--- src/source/samc_settings.svh ---
//==========================================================
// SAM Coupe ASIC constants
// Port numbers, memory map bases, MIDI timing, DAC width
//==========================================================
`ifndef SAMC_SETTINGS_SVH
`define SAMC_SETTINGS_SVH

// I/O ports, matched against the low address byte
`define SAMC_PORT_LMPR        8'hFA
`define SAMC_PORT_HMPR        8'hFB
`define SAMC_PORT_BORDER      8'hFE
`define SAMC_PORT_STATUS      8'hF9
`define SAMC_PORT_MIDI        8'hFD
`define SAMC_PORT_LPT_DATA    8'hE8
`define SAMC_PORT_LPT_STROBE  8'hE9
`define SAMC_PORT_EXT_C       8'h80
`define SAMC_PORT_EXT_D       8'h81

// Memory map
`define SAMC_ROM_BANK         5'h10
`define SAMC_EXT_BASE         9'h040

// System clocks per 1 MHz tick
`define SAMC_CE_1M_DIV        48

// MIDI byte time, in 1 MHz ticks
`define SAMC_MIDI_BIT_TICKS   9'd319
`define SAMC_MIDI_INT_TICK    9'd15

// Mixed audio sample width
`define SAMC_DAC_WIDTH        10

`endif

--- src/source/samc_pkg.sv ---
//==========================================================
// SAM Coupe ASIC shared types
// Bus, page, flat address and audio sample types
//==========================================================
`default_nettype none

`include "samc_settings.svh"

package samc_pkg;

	// CPU side of the bus
	typedef logic [15:0] cpu_addr_t;
	typedef logic [7:0]  port_data_t;

	// 16 KB page number in the flat RAM/ROM space
	typedef logic [8:0]  page_t;

	// Page number on top, 14-bit offset below
	typedef logic [22:0] ram_addr_t;

	// Mixed sample fed to the sigma-delta DACs
	typedef logic [`SAMC_DAC_WIDTH-1:0] dac_sample_t;

endpackage

`default_nettype wire

--- src/source/asic_port_regs.sv ---
//==========================================================
// ASIC port registers
// Paging, border and external bank registers, strobes to
// the MIDI and parallel port blocks, and port readback
//==========================================================
`default_nettype none

`include "samc_settings.svh"

module asic_port_regs (
	input  wire                         clk_sys,
	input  wire                         reset,
	input  wire                         ext_ram_off,
	input  wire samc_pkg::cpu_addr_t    cpu_addr,
	input  wire samc_pkg::port_data_t   write_data,
	input  wire                         port_write,
	input  wire                         port_read,
	input  wire                         int_midi,
	output samc_pkg::port_data_t        lmpr,
	output samc_pkg::port_data_t        hmpr,
	output samc_pkg::port_data_t        ext_c,
	output samc_pkg::port_data_t        ext_d,
	output logic                        ext_disabled,
	output logic                        ear,
	output logic                        midi_write_stb,
	output logic                        lpt_data_stb,
	output logic                        lpt_strobe_stb,
	output samc_pkg::port_data_t        read_data
);
	import samc_pkg::*;

	logic       port_write_q;
	logic       write_edge;
	port_data_t port_addr;

	assign port_addr  = cpu_addr[7:0];
	assign write_edge = port_write & ~port_write_q;

	//==========================================================
	// Register writes on the rising edge of port_write
	//==========================================================
	always_ff @(posedge clk_sys) begin
		if (reset) begin
			port_write_q <= 1'b0;
			lmpr         <= '0;
			hmpr         <= '0;
			ear          <= 1'b0;
			ext_c        <= '0;
			ext_d        <= '0;
			// Ext RAM config only taken while in reset
			ext_disabled <= ext_ram_off;
		end else begin
			port_write_q <= port_write;
			if (write_edge) begin
				case (port_addr)
					`SAMC_PORT_LMPR:   lmpr  <= write_data;
					`SAMC_PORT_HMPR:   hmpr  <= write_data;
					// Only the ear bit of the border has a user here
					`SAMC_PORT_BORDER: ear   <= write_data[4];
					`SAMC_PORT_EXT_C:  ext_c <= write_data;
					`SAMC_PORT_EXT_D:  ext_d <= write_data;
					default: ;
				endcase
			end
		end
	end

	// One-cycle strobes on the same clock as the register update
	assign midi_write_stb = write_edge & (port_addr == `SAMC_PORT_MIDI);
	assign lpt_data_stb   = write_edge & (port_addr == `SAMC_PORT_LPT_DATA);
	assign lpt_strobe_stb = write_edge & (port_addr == `SAMC_PORT_LPT_STROBE);

	//==========================================================
	// Readback
	//==========================================================
	always_comb begin
		read_data = 8'hFF;
		if (port_read) begin
			case (port_addr)
				`SAMC_PORT_LMPR:   read_data = lmpr;
				`SAMC_PORT_HMPR:   read_data = hmpr;
				// Keyboard, frame and line bits idle high
				`SAMC_PORT_STATUS: read_data = {3'b111, ~int_midi, 4'b1111};
				default:           read_data = 8'hFF;
			endcase
		end
	end

	a_strobe_pulse: assert property (@(posedge clk_sys) disable iff (reset)
		(midi_write_stb | lpt_data_stb | lpt_strobe_stb)
		|=> !(midi_write_stb | lpt_data_stb | lpt_strobe_stb));

endmodule

`default_nettype wire

--- src/source/memory_mapper.sv ---
//==========================================================
// Memory mapper
// CPU address to flat RAM/ROM address, with write gating
//==========================================================
`default_nettype none

`include "samc_settings.svh"

module memory_mapper (
	input  wire samc_pkg::cpu_addr_t    cpu_addr,
	input  wire samc_pkg::port_data_t   lmpr,
	input  wire samc_pkg::port_data_t   hmpr,
	input  wire samc_pkg::port_data_t   ext_c,
	input  wire samc_pkg::port_data_t   ext_d,
	input  wire                         ext_disabled,
	input  wire                         mem_req,
	input  wire                         mem_write,
	output samc_pkg::ram_addr_t         ram_addr,
	output logic                        ram_we
);
	import samc_pkg::*;

	logic [1:0] quarter;
	logic       rom0_sel;
	logic       rom1_sel;
	logic       rom_sel;
	logic       ram_wp;
	logic       ext_win;
	logic [4:0] low_page;
	logic [4:0] high_page;
	page_t      page;

	assign quarter   = cpu_addr[15:14];
	assign rom0_sel  = ~lmpr[5] & (quarter == 2'd0);
	assign rom1_sel  = lmpr[6] & (quarter == 2'd3);
	assign rom_sel   = rom0_sel | rom1_sel;
	assign ram_wp    = lmpr[7] & (quarter == 2'd0);
	assign ext_win   = hmpr[7] & cpu_addr[15];

	// Odd quarter takes the following page and wraps in 5 bits
	assign low_page  = lmpr[4:0] + {4'd0, quarter[0]};
	assign high_page = hmpr[4:0] + {4'd0, quarter[0]};

	always_comb begin
		if (rom_sel)
			page = {3'b000, `SAMC_ROM_BANK, cpu_addr[15]};
		else if (ext_win)
			page = `SAMC_EXT_BASE + page_t'(quarter[0] ? ext_d : ext_c);
		else if (quarter[1])
			page = {4'd0, high_page};
		else
			page = {4'd0, low_page};
	end

	assign ram_addr = {page, cpu_addr[13:0]};
	assign ram_we   = mem_req & mem_write & ~rom_sel & ~ram_wp & ~(ext_win & ext_disabled);

endmodule

`default_nettype wire

--- src/source/midi_transmitter.sv ---
//==========================================================
// MIDI transmit timer
// Byte-time counter on a 1 MHz tick, one pending byte
//==========================================================
`default_nettype none

`include "samc_settings.svh"

module midi_transmitter (
	input  wire  clk_sys,
	input  wire  reset,
	input  wire  midi_write_stb,
	output logic midi_busy,
	output logic int_midi
);
	localparam int DIV_W = $clog2(`SAMC_CE_1M_DIV);

	logic [DIV_W-1:0] div_cnt;
	logic             ce_1m;
	logic             pending;
	logic             start;
	logic [8:0]       tx_time;

	assign ce_1m = (div_cnt == DIV_W'(`SAMC_CE_1M_DIV - 1));
	// Next byte only once the previous one is done
	assign start = ce_1m & ~midi_busy & pending;

	always_ff @(posedge clk_sys) begin
		if (reset) begin
			div_cnt   <= '0;
			pending   <= 1'b0;
			tx_time   <= '0;
			midi_busy <= 1'b0;
			int_midi  <= 1'b0;
		end else begin
			div_cnt <= ce_1m ? '0 : div_cnt + 1'b1;

			// Writes during a byte merge into one
			pending <= (pending & ~start) | midi_write_stb;

			if (ce_1m) begin
				if (start) begin
					midi_busy <= 1'b1;
					tx_time   <= `SAMC_MIDI_BIT_TICKS;
				end else if (midi_busy) begin
					if (tx_time == 9'd0) begin
						midi_busy <= 1'b0;
						int_midi  <= 1'b0;
					end else begin
						tx_time <= tx_time - 9'd1;
						// Near the end of the byte
						if (tx_time == `SAMC_MIDI_INT_TICK)
							int_midi <= 1'b1;
					end
				end
			end
		end
	end

	a_int_in_busy: assert property (@(posedge clk_sys) disable iff (reset)
		int_midi |-> midi_busy);

endmodule

`default_nettype wire

--- src/source/samc_asic.sv ---
//==========================================================
// SAM Coupe ASIC top level
// Port registers, memory paging, MIDI timer and audio
//==========================================================
`default_nettype none

`include "samc_settings.svh"

module samc_asic (
	input  wire                         clk_sys,
	input  wire                         reset,
	input  wire                         ext_ram_off,
	input  wire samc_pkg::cpu_addr_t    cpu_addr,
	input  wire samc_pkg::port_data_t   write_data,
	input  wire                         port_write,
	input  wire                         port_read,
	input  wire                         mem_req,
	input  wire                         mem_write,
	output samc_pkg::port_data_t        read_data,
	output samc_pkg::ram_addr_t         ram_addr,
	output logic                        ram_we,
	output logic                        midi_busy,
	output logic                        int_midi,
	output logic                        audio_l,
	output logic                        audio_r
);
	import samc_pkg::*;

	port_data_t  lmpr;
	port_data_t  hmpr;
	port_data_t  ext_c;
	port_data_t  ext_d;
	logic        ext_disabled;
	logic        ear;
	logic        midi_write_stb;
	logic        lpt_data_stb;
	logic        lpt_strobe_stb;
	dac_sample_t sample_l;
	dac_sample_t sample_r;

	asic_port_regs u_port_regs (
		.clk_sys        (clk_sys),
		.reset          (reset),
		.ext_ram_off    (ext_ram_off),
		.cpu_addr       (cpu_addr),
		.write_data     (write_data),
		.port_write     (port_write),
		.port_read      (port_read),
		.int_midi       (int_midi),
		.lmpr           (lmpr),
		.hmpr           (hmpr),
		.ext_c          (ext_c),
		.ext_d          (ext_d),
		.ext_disabled   (ext_disabled),
		.ear            (ear),
		.midi_write_stb (midi_write_stb),
		.lpt_data_stb   (lpt_data_stb),
		.lpt_strobe_stb (lpt_strobe_stb),
		.read_data      (read_data)
	);

	memory_mapper u_mapper (
		.cpu_addr     (cpu_addr),
		.lmpr         (lmpr),
		.hmpr         (hmpr),
		.ext_c        (ext_c),
		.ext_d        (ext_d),
		.ext_disabled (ext_disabled),
		.mem_req      (mem_req),
		.mem_write    (mem_write),
		.ram_addr     (ram_addr),
		.ram_we       (ram_we)
	);

	midi_transmitter u_midi (
		.clk_sys        (clk_sys),
		.reset          (reset),
		.midi_write_stb (midi_write_stb),
		.midi_busy      (midi_busy),
		.int_midi       (int_midi)
	);

	//==========================================================
	// Audio
	//==========================================================
	voice_mixer u_voice (
		.clk_sys        (clk_sys),
		.reset          (reset),
		.write_data     (write_data),
		.lpt_data_stb   (lpt_data_stb),
		.lpt_strobe_stb (lpt_strobe_stb),
		.ear            (ear),
		.sample_l       (sample_l),
		.sample_r       (sample_r)
	);

	sigma_delta_dac #(.WIDTH(`SAMC_DAC_WIDTH)) u_dac_l (
		.clk_sys (clk_sys),
		.reset   (reset),
		.sample  (sample_l),
		.bit_out (audio_l)
	);

	sigma_delta_dac #(.WIDTH(`SAMC_DAC_WIDTH)) u_dac_r (
		.clk_sys (clk_sys),
		.reset   (reset),
		.sample  (sample_r),
		.bit_out (audio_r)
	);

endmodule

`default_nettype wire

--- src/source/sigma_delta_dac.sv ---
//==========================================================
// First-order sigma-delta DAC
// Accumulator carry as a 1-bit density stream
//==========================================================
`default_nettype none

`include "samc_settings.svh"

module sigma_delta_dac #(
	parameter int WIDTH = `SAMC_DAC_WIDTH
) (
	input  wire              clk_sys,
	input  wire              reset,
	input  wire [WIDTH-1:0]  sample,
	output logic             bit_out
);
	logic [WIDTH-1:0] acc;

	// Ones per 2^WIDTH cycles equal the sample value
	always_ff @(posedge clk_sys) begin
		if (reset) begin
			acc     <= '0;
			bit_out <= 1'b0;
		end else begin
			{bit_out, acc} <= {1'b0, acc} + {1'b0, sample};
		end
	end

endmodule

`default_nettype wire

--- src/source/voice_mixer.sv ---
//==========================================================
// Parallel port voice DAC and mixer
// Stereo voice latch plus border ear bit into samples
//==========================================================
`default_nettype none

`include "samc_settings.svh"

module voice_mixer (
	input  wire                         clk_sys,
	input  wire                         reset,
	input  wire samc_pkg::port_data_t   write_data,
	input  wire                         lpt_data_stb,
	input  wire                         lpt_strobe_stb,
	input  wire                         ear,
	output samc_pkg::dac_sample_t       sample_l,
	output samc_pkg::dac_sample_t       sample_r
);
	import samc_pkg::*;

	port_data_t  lpt_data;
	port_data_t  vox_l;
	port_data_t  vox_r;
	logic        strobe_q;
	dac_sample_t ear_level;

	// Data port byte, waiting for a strobe edge
	always_ff @(posedge clk_sys) begin
		if (reset)
			lpt_data <= '0;
		else if (lpt_data_stb)
			lpt_data <= write_data;
	end

	assign ear_level = ear ? dac_sample_t'(256) : '0;

	always_ff @(posedge clk_sys) begin
		if (reset) begin
			vox_l    <= '0;
			vox_r    <= '0;
			strobe_q <= 1'b0;
			sample_l <= '0;
			sample_r <= '0;
		end else begin
			if (lpt_strobe_stb) begin
				// Rising strobe bit feeds left, falling feeds right
				if (~strobe_q & write_data[0])
					vox_l <= lpt_data;
				if (strobe_q & ~write_data[0])
					vox_r <= lpt_data;
				strobe_q <= write_data[0];
			end
			sample_l <= dac_sample_t'({vox_l, 1'b0}) + ear_level;
			sample_r <= dac_sample_t'({vox_r, 1'b0}) + ear_level;
		end
	end

endmodule

`default_nettype wire

--- config.mk ---
export PLATFORM = sky130hd
export DESIGN_NAME = samc_asic
export DESIGN_NICKNAME = d
export VERILOG_FILES = /design/src/source/samc_pkg.sv /design/src/source/asic_port_regs.sv /design/src/source/memory_mapper.sv /design/src/source/midi_transmitter.sv /design/src/source/samc_asic.sv /design/src/source/sigma_delta_dac.sv /design/src/source/voice_mixer.sv
export VERILOG_INCLUDE_DIRS = /design/src /design/src/source
export SDC_FILE = /design/constraint.sdc
export NUM_CORES = 1
export LEC_CHECK = 0
export ABC_AREA = 1
export BUFFER_PORTS_ARGS = -buffer_cell sky130_fd_sc_hd__buf_2
export CAP_MARGIN = 20
export CORE_ASPECT_RATIO = 1.2
export CORE_MARGIN = 2
export CORE_UTILIZATION = 53
export DETAILED_ROUTE_END_ITERATION = 7
export GPL_ROUTABILITY_DRIVEN = 1
export GPL_TIMING_DRIVEN = 0
export PLACE_DENSITY = 0.77
export SYNTH_ARGS = -nofsm -noshare
export SYNTH_HDL_FRONTEND = slang
export SYNTH_SLANG_ARGS = --single-unit
--- constraint.sdc ---
create_clock -name clk_sys -period 1.95 [get_ports clk_sys]
set_input_delay 0.39 -clock clk_sys [delete_from_list [all_inputs] [get_ports clk_sys]]
set_output_delay 0.39 -clock clk_sys [all_outputs]
set_load 0.01 [all_outputs]
## Word-level counts from Yosys, hierarchy flattened

Index checks and enable logic that the tools add are counted.

| operators by class | value |
|---|---|
| bitwise gates (word level) | 30 |
| equal/unequal tests | 13 |
| muxes and demuxes | 15 |
| $add $sub $neg | 9 |
| reduce and logical (&&, ||, !) cells | 14 |

Operator list:

| cell | number |
|---|---|
| 8-bit equality test (second input constant) | 9 |
| 9-bit two-way mux | 6 |
| 8-bit case mux with 3 select lines | 1 |
| 10-bit by 10-bit adder with 11-bit output | 2 |
| 9-bit by 10-bit adder with 10-bit output | 2 |
| 1-bit bitwise AND | 18 |
| 8-bit two-way mux | 2 |
| 2-bit AND reduction | 7 |
| 5-bit by 1-bit adder with 5-bit output | 2 |
| 1-bit NOT | 10 |
| 7-bit by 9-bit adder with 9-bit output (first input constant) | 1 |
| 9-bit by 4-bit equality test with 1-bit output (second input constant) | 1 |
| 9-bit zero test | 1 |
| 9-bit by 1-bit subtractor with 9-bit output (second input constant) | 1 |
| 6-bit by 1-bit adder with 6-bit output (second input constant) | 1 |
| 6-bit equality test (second input constant) | 1 |
| 1-bit two-way mux | 5 |
| 5-bit two-way mux | 1 |
| 4-bit AND reduction | 1 |
| 2-bit nonzero test | 2 |
| 3-bit AND reduction | 1 |
| 2-bit equality test (second input constant) | 1 |
| 2-bit zero test | 1 |
| 2-bit by 1-bit inequality test with 1-bit output (second input constant) | 1 |
| other kinds (2) | 3 |

| word-level totals | value |
|---|---|
| word-level logic and storage cells | 103 |
| input bits | 31 |
| output and inout port bits | 36 |
| bits in registers | 120 |

## Logic depth before layout (Yosys ltp)

Gate-level depths: netlist of run 1.

| logic depth | value |
|---|---|
| depth in word-level cells | 7 |
| gate-level depth with buffers | 10 |
| mapped depth without buffers | 9 |

## Modules after synthesis

A second synthesis of run 1 with hierarchy kept.

| second synthesis, totals | value |
|---|---|
| cells, all modules | 944 |
| area, all modules | 6432.4 um2 |

By module, submodules not included:

| module | cells each | area an instance (um2) | instances | seq. area each (um2) |
|---|---|---|---|---|
| asic_port_regs | 289 | 1851.8 | 1 | 710.7 |
| voice_mixer | 189 | 1510.2 | 1 | 860.8 |
| sigma_delta_dac | 114 | 753.2 | 2 | 220.2 |
| midi_transmitter | 142 | 967.2 | 1 | 360.3 |
| memory_mapper | 96 | 596.8 | 1 | 0.0 |

## Least setup slack after synthesis of run 1

No wires, ideal clock.

| timing path | value |
|---|---|
| kind | input to output |
| start | input cpu_addr[15] |
| end | output ram_addr[16] |
| path buffers | 1 |
| arrival | 1.549 ns |
| stages on the path | 8 |
| data required time | 1.560 ns |
| setup slack | 0.011 ns |
| cell sequence | buf_2 nand2_1 o21ai_0 ha_1 ha_1 or2_2 a21oi_1 nor3_1 |

| between the ends | value |
|---|---|
| word-level cells in the longest chain between the ends | 4 |
| elaborated cells on any way between the ends | 9 |
| those cells by class | 1 x eq/ne; 3 x mux; 4 x bitwise; 1 x reduce/logical |

Ends and longest elaborated chain:

| what | RTL line | source |
|---|---|---|
| start, declared | samc_asic.sv:13 | `input wire samc_pkg::cpu_addr_t cpu_addr,` |
| 2-bit equality test / 2-bit zero test (equally long branches) | memory_mapper.sv:35, memory_mapper.sv:34 |  |
| 1-bit bitwise AND (on tied branches) | memory_mapper.sv:35, memory_mapper.sv:34 |  |
| 1-bit bitwise OR | memory_mapper.sv:36 | `assign rom_sel = rom0_sel \| rom1_sel;` |
| 9-bit two-way mux * | memory_mapper.sv:45 | `if (rom_sel)` |
| end, declared | samc_asic.sv:20 | `output samc_pkg::ram_addr_t ram_addr,` |

Every way passes the cells marked *; elsewhere a longest branch is shown, timed or not.

## Worst setup path in the final report of run 1

| timing path | value |
|---|---|
| start | input cpu_addr[15] |
| end | output ram_addr[18] |

The elaborated chain is that of the path after synthesis.

==> flow_summary.toml, run 1 <==
[logic_synthesis]
synthTopCellsByArea = "dfxtp_1, nor2_1, nand2_1"
syn_inst = 777
ys_seq_area_frac = 0.417
ys_warn_count = 0
ys_seq_elements = 116
synth_cell_types = 37
async_flop_share = 0
synth_area_per_cell_sq_um = 7.21
syn-num-nets = 836
synth_edf_count = 1
synth_top_area_frac = 0.411
synth_top_cell_by_area = "dfxtp_1"
syn_area_sq_mm = 0.00560
ys.flop_type = "dfxtp_1"

[place]
routabilityCongestion = 0.874
dp_hpwl_um = 9160
dp_slack_ns = -0.389
port_buffers = 60

[setup_path]
end_kind = "output pin"
r2r_slack_ns = 0.26
critPathMaxFanout = 10
cpPeakStageDelay_ns = 0.22
crit_required_ns = 1.56
cp_cell_sequence = "buf_2 -> buf_4 -> nand2_2 -> o21ai_4 -> ha_4 -> ha_4 -> nand2_2 -> o21bai_1 -> nand3_1 -> nand3_1 -> inv_1 -> buf_2"
rr_endpoint = "u_midi.tx_time[7]"
worstSetupPathType = "in -> out"
cp_top_family = "buffers and inverters"
cp.arrival_ns = 1.83
reg2reg_depth = 7
start_kind = "input port"
worst-path-buf-inv = 4
rr_startpoint = "u_midi.div_cnt[0]"
cp_slowest_cell = "buf_4"

[detailed_routing]
vias_per_cell = 5.21
dr.pass1.iters = 5
postRouteAntennaNets = 0
avgRoutedWirePerCell_um = 13.3
routed_wl_um = 13400
vias = 5245
drcViolationCount = 0
drtIter0Drc = 203

[pwr]
p_switching_mw = 1.29
ir_drop_mv = 0.578
swShare = 0.214
p_leak_nw = 3.26
p_comb_frac = 0.044
power_mw = 6.02
seqPwrFrac = 0.397
pwr_density_cell_mw_per_mm2 = 869
intPower_mw = 4.73
clkPwrFrac = 0.559

[die]
fp.dieW_um = 97.8
fp.dieArea_sq_mm = 0.0114
start_util = 0.538
chipHeight_um = 117
io-pin-count = 67
rows = 41
coreArea_sq_mm = 0.0104

[status]
status = "complete, but fails checks"
violations = "setup timing"

[global_route]
grt_overflow = 0
grt_first_pass_wirelength_um = 22100
grt_max_degree = 17
antenna_found_initial = 0
grt_usage = 0.241
grt_pass1_vias = 4959

[sta]
worst_pin_slew_ns = 0.658
finalCriticalPeriod_ns = 2.22
setup_slack_ns = -0.274
rsz0062_at_grt = "yes"
whs_ns = 0.155
setup_tns_ns = -0.832
hold_violations = 0
clock.fmax_mhz = 450
slew_headroom = 0.561
fin_skew_ns = 0.00746
report.final.setup_viol = 4
finalCritPeriodShare = 1.14
finalMaxSlewViolations = 0

[final_layout]
num-fill-cells = 881
drive_gt1_frac = 0.197
final_cell_mix = "nor2_1, nand2_1, dfxtp_1"
n_antenna_cell = 0
area_growth_syn_to_layout_pct = 23.8
fin_nets = 924
layout_commonest_cell = "nor2_1"

[run]
drv_cap = 0

[clocking]
clockBufferDepth = 2
cts_tree = "yes"
ctsHoldBuffers = 0
clk_transition_reported_paths_ns = 0.05
insertion_delay_ns = 0.41
cts-root-buf = "clkbuf_16"
clkSinkCount = 116
cts_max_level = 4
cts_buffers = 17

[hold_path]
min_path_cells = 1
hold_class = "in -> reg"
holdCritStartpoint = "ext_ram_off"
min_to = "u_port_regs.ext_disabled"
## synthesized netlist by cell type, drive strengths merged (2+ instances only)
library cell and number:
inv 109, dfxtp 115, o211ai 2, buf 23, o21bai 3, nand2 131
nor2 133, nand4 10, or2 3, a211oi 2, nand3 47, nor3 7
a31oi 3, fa 2, o221ai 5, o21ai 69, clkbuf 12, ha 26
a21oi 69
## metal layers
metal | track usage | share of wire | routed length (um)
met2 | 0.427 | 0.49 | 6570
met5 | 0 | 0 | 0
met3 | 0.0652 | 0.060 | 807
met4 | 0.103 | 0.025 | 334
met1 | 0.276 | 0.42 | 5670
## worst register-to-register path, delay by kind of cell (launching register included)
kind                       cells  cell delay, ns
adders and majority gates      1            0.17
buffers and inverters          1            0.30
DFF                            1            0.35
and+or+nand+nor                4            0.66
AOI/OAI and AO/OA              1            0.07
## repair_timing
item	CTS	global route
setup buffers	8	1
endpoints found under the hold margin	0	0
setup endpoints to repair	18	14
pin swaps	13	11
gates resized for setup	31	16
## how the worst max path moves through the flow
stage | slack (ns) | endpoint | cells after the start | from
5_1_grt | -0.34 | ram_addr[18] | 10 | u_port_regs.lmpr[0]
6_report | -0.27 | ram_addr[18] | 12 | cpu_addr[15]
4_1_cts | -0.29 | ram_addr[18] | 10 | u_port_regs.lmpr[0]
2_1_floorplan | 0.01 | ram_addr[16] | 8 | cpu_addr[15]
3_3_place_gp | -0.41 | ram_addr[16] | 10 | cpu_addr[15]
3_5_place_dp | -0.39 | ram_addr[16] | 10 | cpu_addr[15]
## per-stage QoR
| step | utilization | cells | instance area [sq um] |
|---|---|---|---|
| final | 0.665 | 1007 | 6930 |
| after global routing | 0.665 | 1007 | 6930 |
| after CTS | 0.659 | 1006 | 6870 |
| after detailed placement | 0.582 | 966 | 6060 |
| after global placement | 0.582 | 966 | 6060 |
| after floorplan | - | 777 | 5600 |
## area by class of cell
class                      instances  area (sq um)  area share
sequential                       116          2340       0.337
buffer                            35           214      0.0309
inverter                         110           418      0.0603
multi-input combinational        516          2780       0.401
timing repair buffer              69           372      0.0536
tap                              129           161      0.0233
clock buffer                      21           472      0.0681
clock inverter                    11           174      0.0251
## power by group through the flow
stage	combinational, mW	sequential, mW	clock (mW)
detailed placement	0.241	2.44	0
global route	0.289	2.39	3.50
finish	0.267	2.39	3.36
floorplan	0.137	2.44	0
CTS	0.255	2.39	3.39
global placement	0.238	2.44	0
## cell families (layout without fill, tap and decap cells)
family | count (synthesis) | after routing | share of synthesized area
xor+xnor | 2 | 2 | 0.00313
fa+ha+maj | 28 | 28 | 0.0653
flops | 116 | 116 | 0.417
buf+inv | 145 | 246 | 0.111
simple gates | 332 | 332 | 0.258
compound gates | 154 | 154 | 0.145
## state kept, by name, summed over array words and instances (netlist names), 9 cells and up
name              cells
u_dac_l.acc           9
u_dac_r.acc           9
u_midi.tx_time        9
u_voice.sample_l      9
u_voice.sample_r      9
Power figures use the tool's default switching activity.
==> run 2: changes to the inputs <==
- RECOVER_POWER: not set -> 50
==> run 2 against run 1 <==
The run still ends with setup timing left. Wire length increased by 0.28%. Critical path depth unchanged. Worst hold slack improved by 0.0017 ns. Sequential power about the same. Critical endpoint unchanged. Register-to-register slack lost 0.26 ns. Via count shrank 0.23%. Clock-buffer cell count stayed put. Combinational power is 3% lower. Flip-flop and latch count unchanged.
==> flow_summary.toml, run 2 (same netlist as run 1, synthesis figures left out) <==
[die]
rows = 41
fp.dieW_um = 97.8
coreArea_sq_mm = 0.0104
fp.dieArea_sq_mm = 0.0114
chipHeight_um = 117
start_util = 0.538
io-pin-count = 67

[setup_path]
critPathMaxFanout = 10
worstSetupPathType = "in -> out"
cp_slowest_cell = "buf_4"
crit_required_ns = 1.56
cp_cell_sequence = "buf_2 -> buf_4 -> nand2_2 -> o21ai_4 -> ha_4 -> ha_4 -> nand2_2 -> o21bai_1 -> nand3_1 -> nand3_1 -> inv_1 -> buf_2"
cp.arrival_ns = 1.83
start_kind = "input port"
cpPeakStageDelay_ns = 0.22
end_kind = "output pin"

[clocking]
cts_buffers = 17
clockBufferDepth = 2
clk_transition_reported_paths_ns = 0.05
ctsHoldBuffers = 0
clkSinkCount = 116
cts_tree = "yes"
insertion_delay_ns = 0.41
cts-root-buf = "clkbuf_16"
cts_max_level = 4

[sta]
hold_violations = 0
finalMaxSlewViolations = 0
rsz0062_at_grt = "yes"
setup_tns_ns = -0.946
clock.fmax_mhz = 451
setup_slack_ns = -0.268
worst_pin_slew_ns = 0.665
fin_skew_ns = 0.00534
report.final.setup_viol = 10
slew_headroom = 0.556
finalCritPeriodShare = 1.14
finalCriticalPeriod_ns = 2.22

[detailed_routing]
postRouteAntennaNets = 0
avgRoutedWirePerCell_um = 13.3
routed_wl_um = 13400
drcViolationCount = 0
vias = 5233
vias_per_cell = 5.20
drtIter0Drc = 228
dr.pass1.iters = 6

[final_layout]
area_growth_syn_to_layout_pct = 22.8
fin_nets = 924
fin_util = 0.660
regArea_sq_mm = 0.00234
multi_input_area_sq_mm = 0.00276
num-fill-cells = 891
n_antenna_cell = 0
final_area_sq_mm = 0.00688
stdcell_count = 1007
layout_commonest_cell = "nor2_1"
drive_gt1_frac = 0.167
final_cell_mix = "nor2_1, nand2_1, dfxtp_1"

[pwr]
p_leak_nw = 3.19
power_mw = 6.01
ir_drop_mv = 0.578
pwr_density_cell_mw_per_mm2 = 874

[global_route]
grt_max_degree = 17
grt_overflow = 0
grt_first_pass_wirelength_um = 22100
grt_usage = 0.241
grt_pass1_vias = 4959
use_met2 = 0.427
grt-busiest-layer = "met2"
gr-usage-met1 = 0.276
antenna_found_initial = 0
grt_util_met3 = 0.0652

[hold_path]
hold_class = "in -> reg"

[place]
postPlaceCellArea_sq_mm = 0.00606
port_buffers = 60
routabilityCongestion = 0.874
dpl.cell_count = 966
dp_hpwl_um = 9160

[run]
drv_cap = 0

[status]
status = "complete, but fails checks"
violations = "setup timing"
## run 2: timing repair
item                       CTS  global route
setup buffers                8             1
pin swaps                   13            11
setup endpoints to repair   18            14
resized for setup           31            16
## run 2: metal layers
| metal | vias up | routed length, um |
|---|---|---|
| li1 | 2678 | - |
| met1 | 2332 | 5580 |
| met2 | 190 | 6560 |
| met3 | 33 | 911 |
| met4 | 0 | 360 |
| met5 | - | 0 |
## run 2: final cells by class
class / instances / share of cell area
flip-flops and latches: 116 / 0.340
plain buffers: 35 / 0.0307
repair buffers: 69 / 0.0506
clock inverters: 11 / 0.0253
inverters: 110 / 0.0608
well taps: 129 / 0.0235
clock buffers: 21 / 0.0686
multi-input cells: 516 / 0.401
## run 2: through the flow
step	setup WS, ns	hold WS [ns]
detailed placement	-0.389	0.419
floorplan	0.0109	0.410
CTS	-0.293	0.146
finish	-0.268	0.156
global placement	-0.406	0.415
global route	-0.335	0.152
## run 2: path summary, 6_finish.rpt
kind | from | endpoint | slack [ns] | depth (start not counted)
max | cpu_addr[15] | ram_addr[18] | -0.27 | 12
min | ext_ram_off | u_port_regs.ext_disabled | 0.16 | 1
max reg2reg | u_port_regs.port_write_q | u_voice.vox_r[3] | 0 | 7
min reg2reg | u_voice.vox_l[0] | u_voice.sample_l[1] | 0.43 | 2
## run 2: critical path: cells and delay by family
kind	cells	cell delay [ns]
adder cells (fa/ha/maj)	2	0.31
buffers and inverters	4	0.54
AND/OR/NAND/NOR	4	0.36
AO/OA/AOI/OAI	2	0.24
## run 2: power by group
group | internal (mW) | switching [mW]
registers | 2.38 | 0.00532
logic | 0.0883 | 0.171
clock network | 2.25 | 1.11
total | 4.72 | 1.29
==> run 3: changes to the inputs <==
- ABC_AREA: 1 -> not set
- BUFFER_PORTS_ARGS: -buffer_cell sky130_fd_sc_hd__buf_2 -> -buffer_cell sky130_fd_sc_hd__buf_4
- CORE_UTILIZATION: 53 -> 58
- PLACE_DENSITY: 0.77 -> 0.8
- clock period: 1.95 -> 2.2 ns (I/O delays scaled with it)
==> run 3 against run 2 <==
The flow still finishes with violations (setup timing). First-iteration DRC count is 0.88% lower. Global-route usage rose by 2.1 points. Sequential power decreased by 11%. Non-clock buffer count is 1 lower. Cell count down 21%. Synthesized cell count decreased by 25%. Combinational power decreased by 6%. Critical path depth fell by 5. Via count is 13% lower. Power down 9.5%.
==> flow_summary.toml, run 3 <==
[setup_path]
crit_path_start = "u_port_regs.lmpr[0]"
r2r_slack_ns = 0.06
crit_required_ns = 1.76
rr_startpoint = "u_midi.tx_time[0]"
reg2reg_depth = 7
cp.arrival_ns = 1.87
start_kind = "flop"
cp-endpoint = "ram_addr[16]"
end_kind = "output pin"
worstSetupPathType = "reg -> out"
rr_endpoint = "u_midi.tx_time[7]"
critPathMaxFanout = 2

[final_layout]
area_growth_syn_to_layout_pct = 24.3
final_cell_mix = "dfxtp_1, nor2_1, mux2i_1"
fin_util = 0.735
n_antenna_cell = 0
drive_gt1_frac = 0.200
fin_nets = 722
layout_commonest_cell = "dfxtp_1"

[clocking]
clkSinkCount = 116
clockBufferDepth = 2
cts_buffers = 17
ctsHoldBuffers = 0
cts-root-buf = "clkbuf_16"
insertion_delay_ns = 0.41
cts_max_level = 4
cts_tree = "yes"
clk_transition_reported_paths_ns = 0.05

[place]
dp_slack_ns = -0.235
dp_hpwl_um = 8930
routabilityCongestion = 0.925
port_buffers = 58

[logic_synthesis]
synthTopCellsByArea = "dfxtp_1, mux2i_1, ha_1"
ys_seq_area_frac = 0.419
syn_area_sq_mm = 0.00557
ys_seq_elements = 116
synth_edf_count = 1
ys.flop_type = "dfxtp_1"
synth_top_area_frac = 0.414
synth_cell_types = 53
synthTopCellsByCount = "dfxtp_1, nor2_1, mux2i_1"
async_flop_share = 0
syn-num-nets = 641
yosysMostFrequentCell = "dfxtp_1"
synth_top_cell_by_area = "dfxtp_1"
synth_area_per_cell_sq_um = 9.56
syn_inst = 582
ys_warn_count = 0

[die]
io-pin-count = 67
rows = 39
chipHeight_um = 111
coreArea_sq_mm = 0.00942
fp.dieArea_sq_mm = 0.0104
fp.dieW_um = 93.4
start_util = 0.591

[global_route]
grt_pass1_vias = 4625
grt_usage = 0.262
grt_first_pass_wirelength_um = 21800
antenna_found_initial = 0
grt_max_degree = 17
grt_overflow = 0

[pwr]
seqPwrFrac = 0.390
swShare = 0.215
power_mw = 5.44
p_switching_mw = 1.17
ir_drop_mv = 0.886
clkPwrFrac = 0.565
pwr_density_cell_mw_per_mm2 = 787
p_leak_nw = 3.13
intPower_mw = 4.27
p_comb_frac = 0.045

[status]
violations = "setup timing"
status = "complete, but fails checks"

[detailed_routing]
drcViolationCount = 0
routed_wl_um = 12900
postRouteAntennaNets = 0
drtIter0Drc = 226
vias = 4567
vias_per_cell = 5.72
avgRoutedWirePerCell_um = 16.2
dr.pass1.iters = 4

[sta]
finalMaxSlewViolations = 0
setup_slack_ns = -0.112
hold_violations = 0
rsz0062_at_grt = "yes"
slew_headroom = 0.463
worst_pin_slew_ns = 0.799
fin_skew_ns = 0.00902
clock.fmax_mhz = 433
finalCritPeriodShare = 1.05
whs_ns = 0.233
report.final.setup_viol = 5
finalCriticalPeriod_ns = 2.31

[hold_path]
hold_class = "in -> reg"

[run]
drv_cap = 0
==> run 3: worst min path at each step <==
stage / depth (start not counted) / to / slack (ns) / start
finish: 1 / u_port_regs.ext_disabled / 0.23 / ext_ram_off
floorplan: 1 / u_voice.sample_l[1] / 0.44 / u_voice.vox_l[0]
CTS: 1 / u_port_regs.ext_disabled / 0.20 / ext_ram_off
detailed placement: 1 / u_voice.sample_l[3] / 0.45 / u_voice.vox_l[2]
global placement: 1 / u_voice.sample_l[1] / 0.45 / u_voice.vox_l[0]
global route: 1 / u_port_regs.ext_disabled / 0.22 / ext_ram_off
==> run 3: per-layer routing <==
layer,part of all wire,global-route usage,up-vias
li1,-,-,2223
met1,0.42,0.310,2209
met2,0.53,0.465,118
met3,0.041,0.0598,17
met4,0.014,0.0814,0
met5,0,0,-
==> run 3: layout make-up <==
type | count | area (sq um)
Buffer | 38 | 246
Clock buffer | 18 | 439
Clock inverter | 14 | 221
Fill cell | 664 | 2500
Inverter | 8 | 30.0
Multi-Input combinational cell | 417 | 3080
Sequential cell | 116 | 2330
Tap cell | 123 | 154
Timing Repair Buffer | 65 | 417
==> run 3: kinds of logic after synthesis <==
group	share of synthesized area
flops	0.419
compound gates	0.0816
simple gates	0.215
mux	0.158
xor+xnor	0.0173
buf+inv	0.0436
fa+ha+maj	0.0656
==> run 3: what timing repair did <==
action                     CTS  global route
setup endpoints to repair   17            15
resized for setup           10             6
pin swaps                    1             1
buffers inserted             4             3
==> run 3: critical path: stages, from the launching register on <==
cell and delay [ns]:
dfxtp_2 0.32, mux2_4 0.28, ha_4 0.17, ha_4 0.17, xor2_2 0.15, nor2_1 0.07, a211oi_2 0.15, buf_4 0.15
==> run 3: through the flow <==
stage                     instances  TNS, ns  instance area [sq um]
after floorplan                 582        0                   5630
after global placement          763    -2.37                   6220
after detailed placement        763    -3.00                   6220
after CTS                       797   -0.452                   6960
after global routing            799   -0.575                   6920
final                           799   -0.302                   6920
==> run 3: power by group through the flow <==
| stage | clock network, mW | logic (mW) | registers (mW) |
|---|---|---|---|
| CTS | 3.10 | 0.256 | 2.12 |
| global route | 3.20 | 0.263 | 2.12 |
| detailed placement | 0 | 0.244 | 2.17 |
| floorplan | 0 | 0.131 | 2.17 |
| global placement | 0 | 0.241 | 2.17 |
| finish | 3.07 | 0.244 | 2.12 |
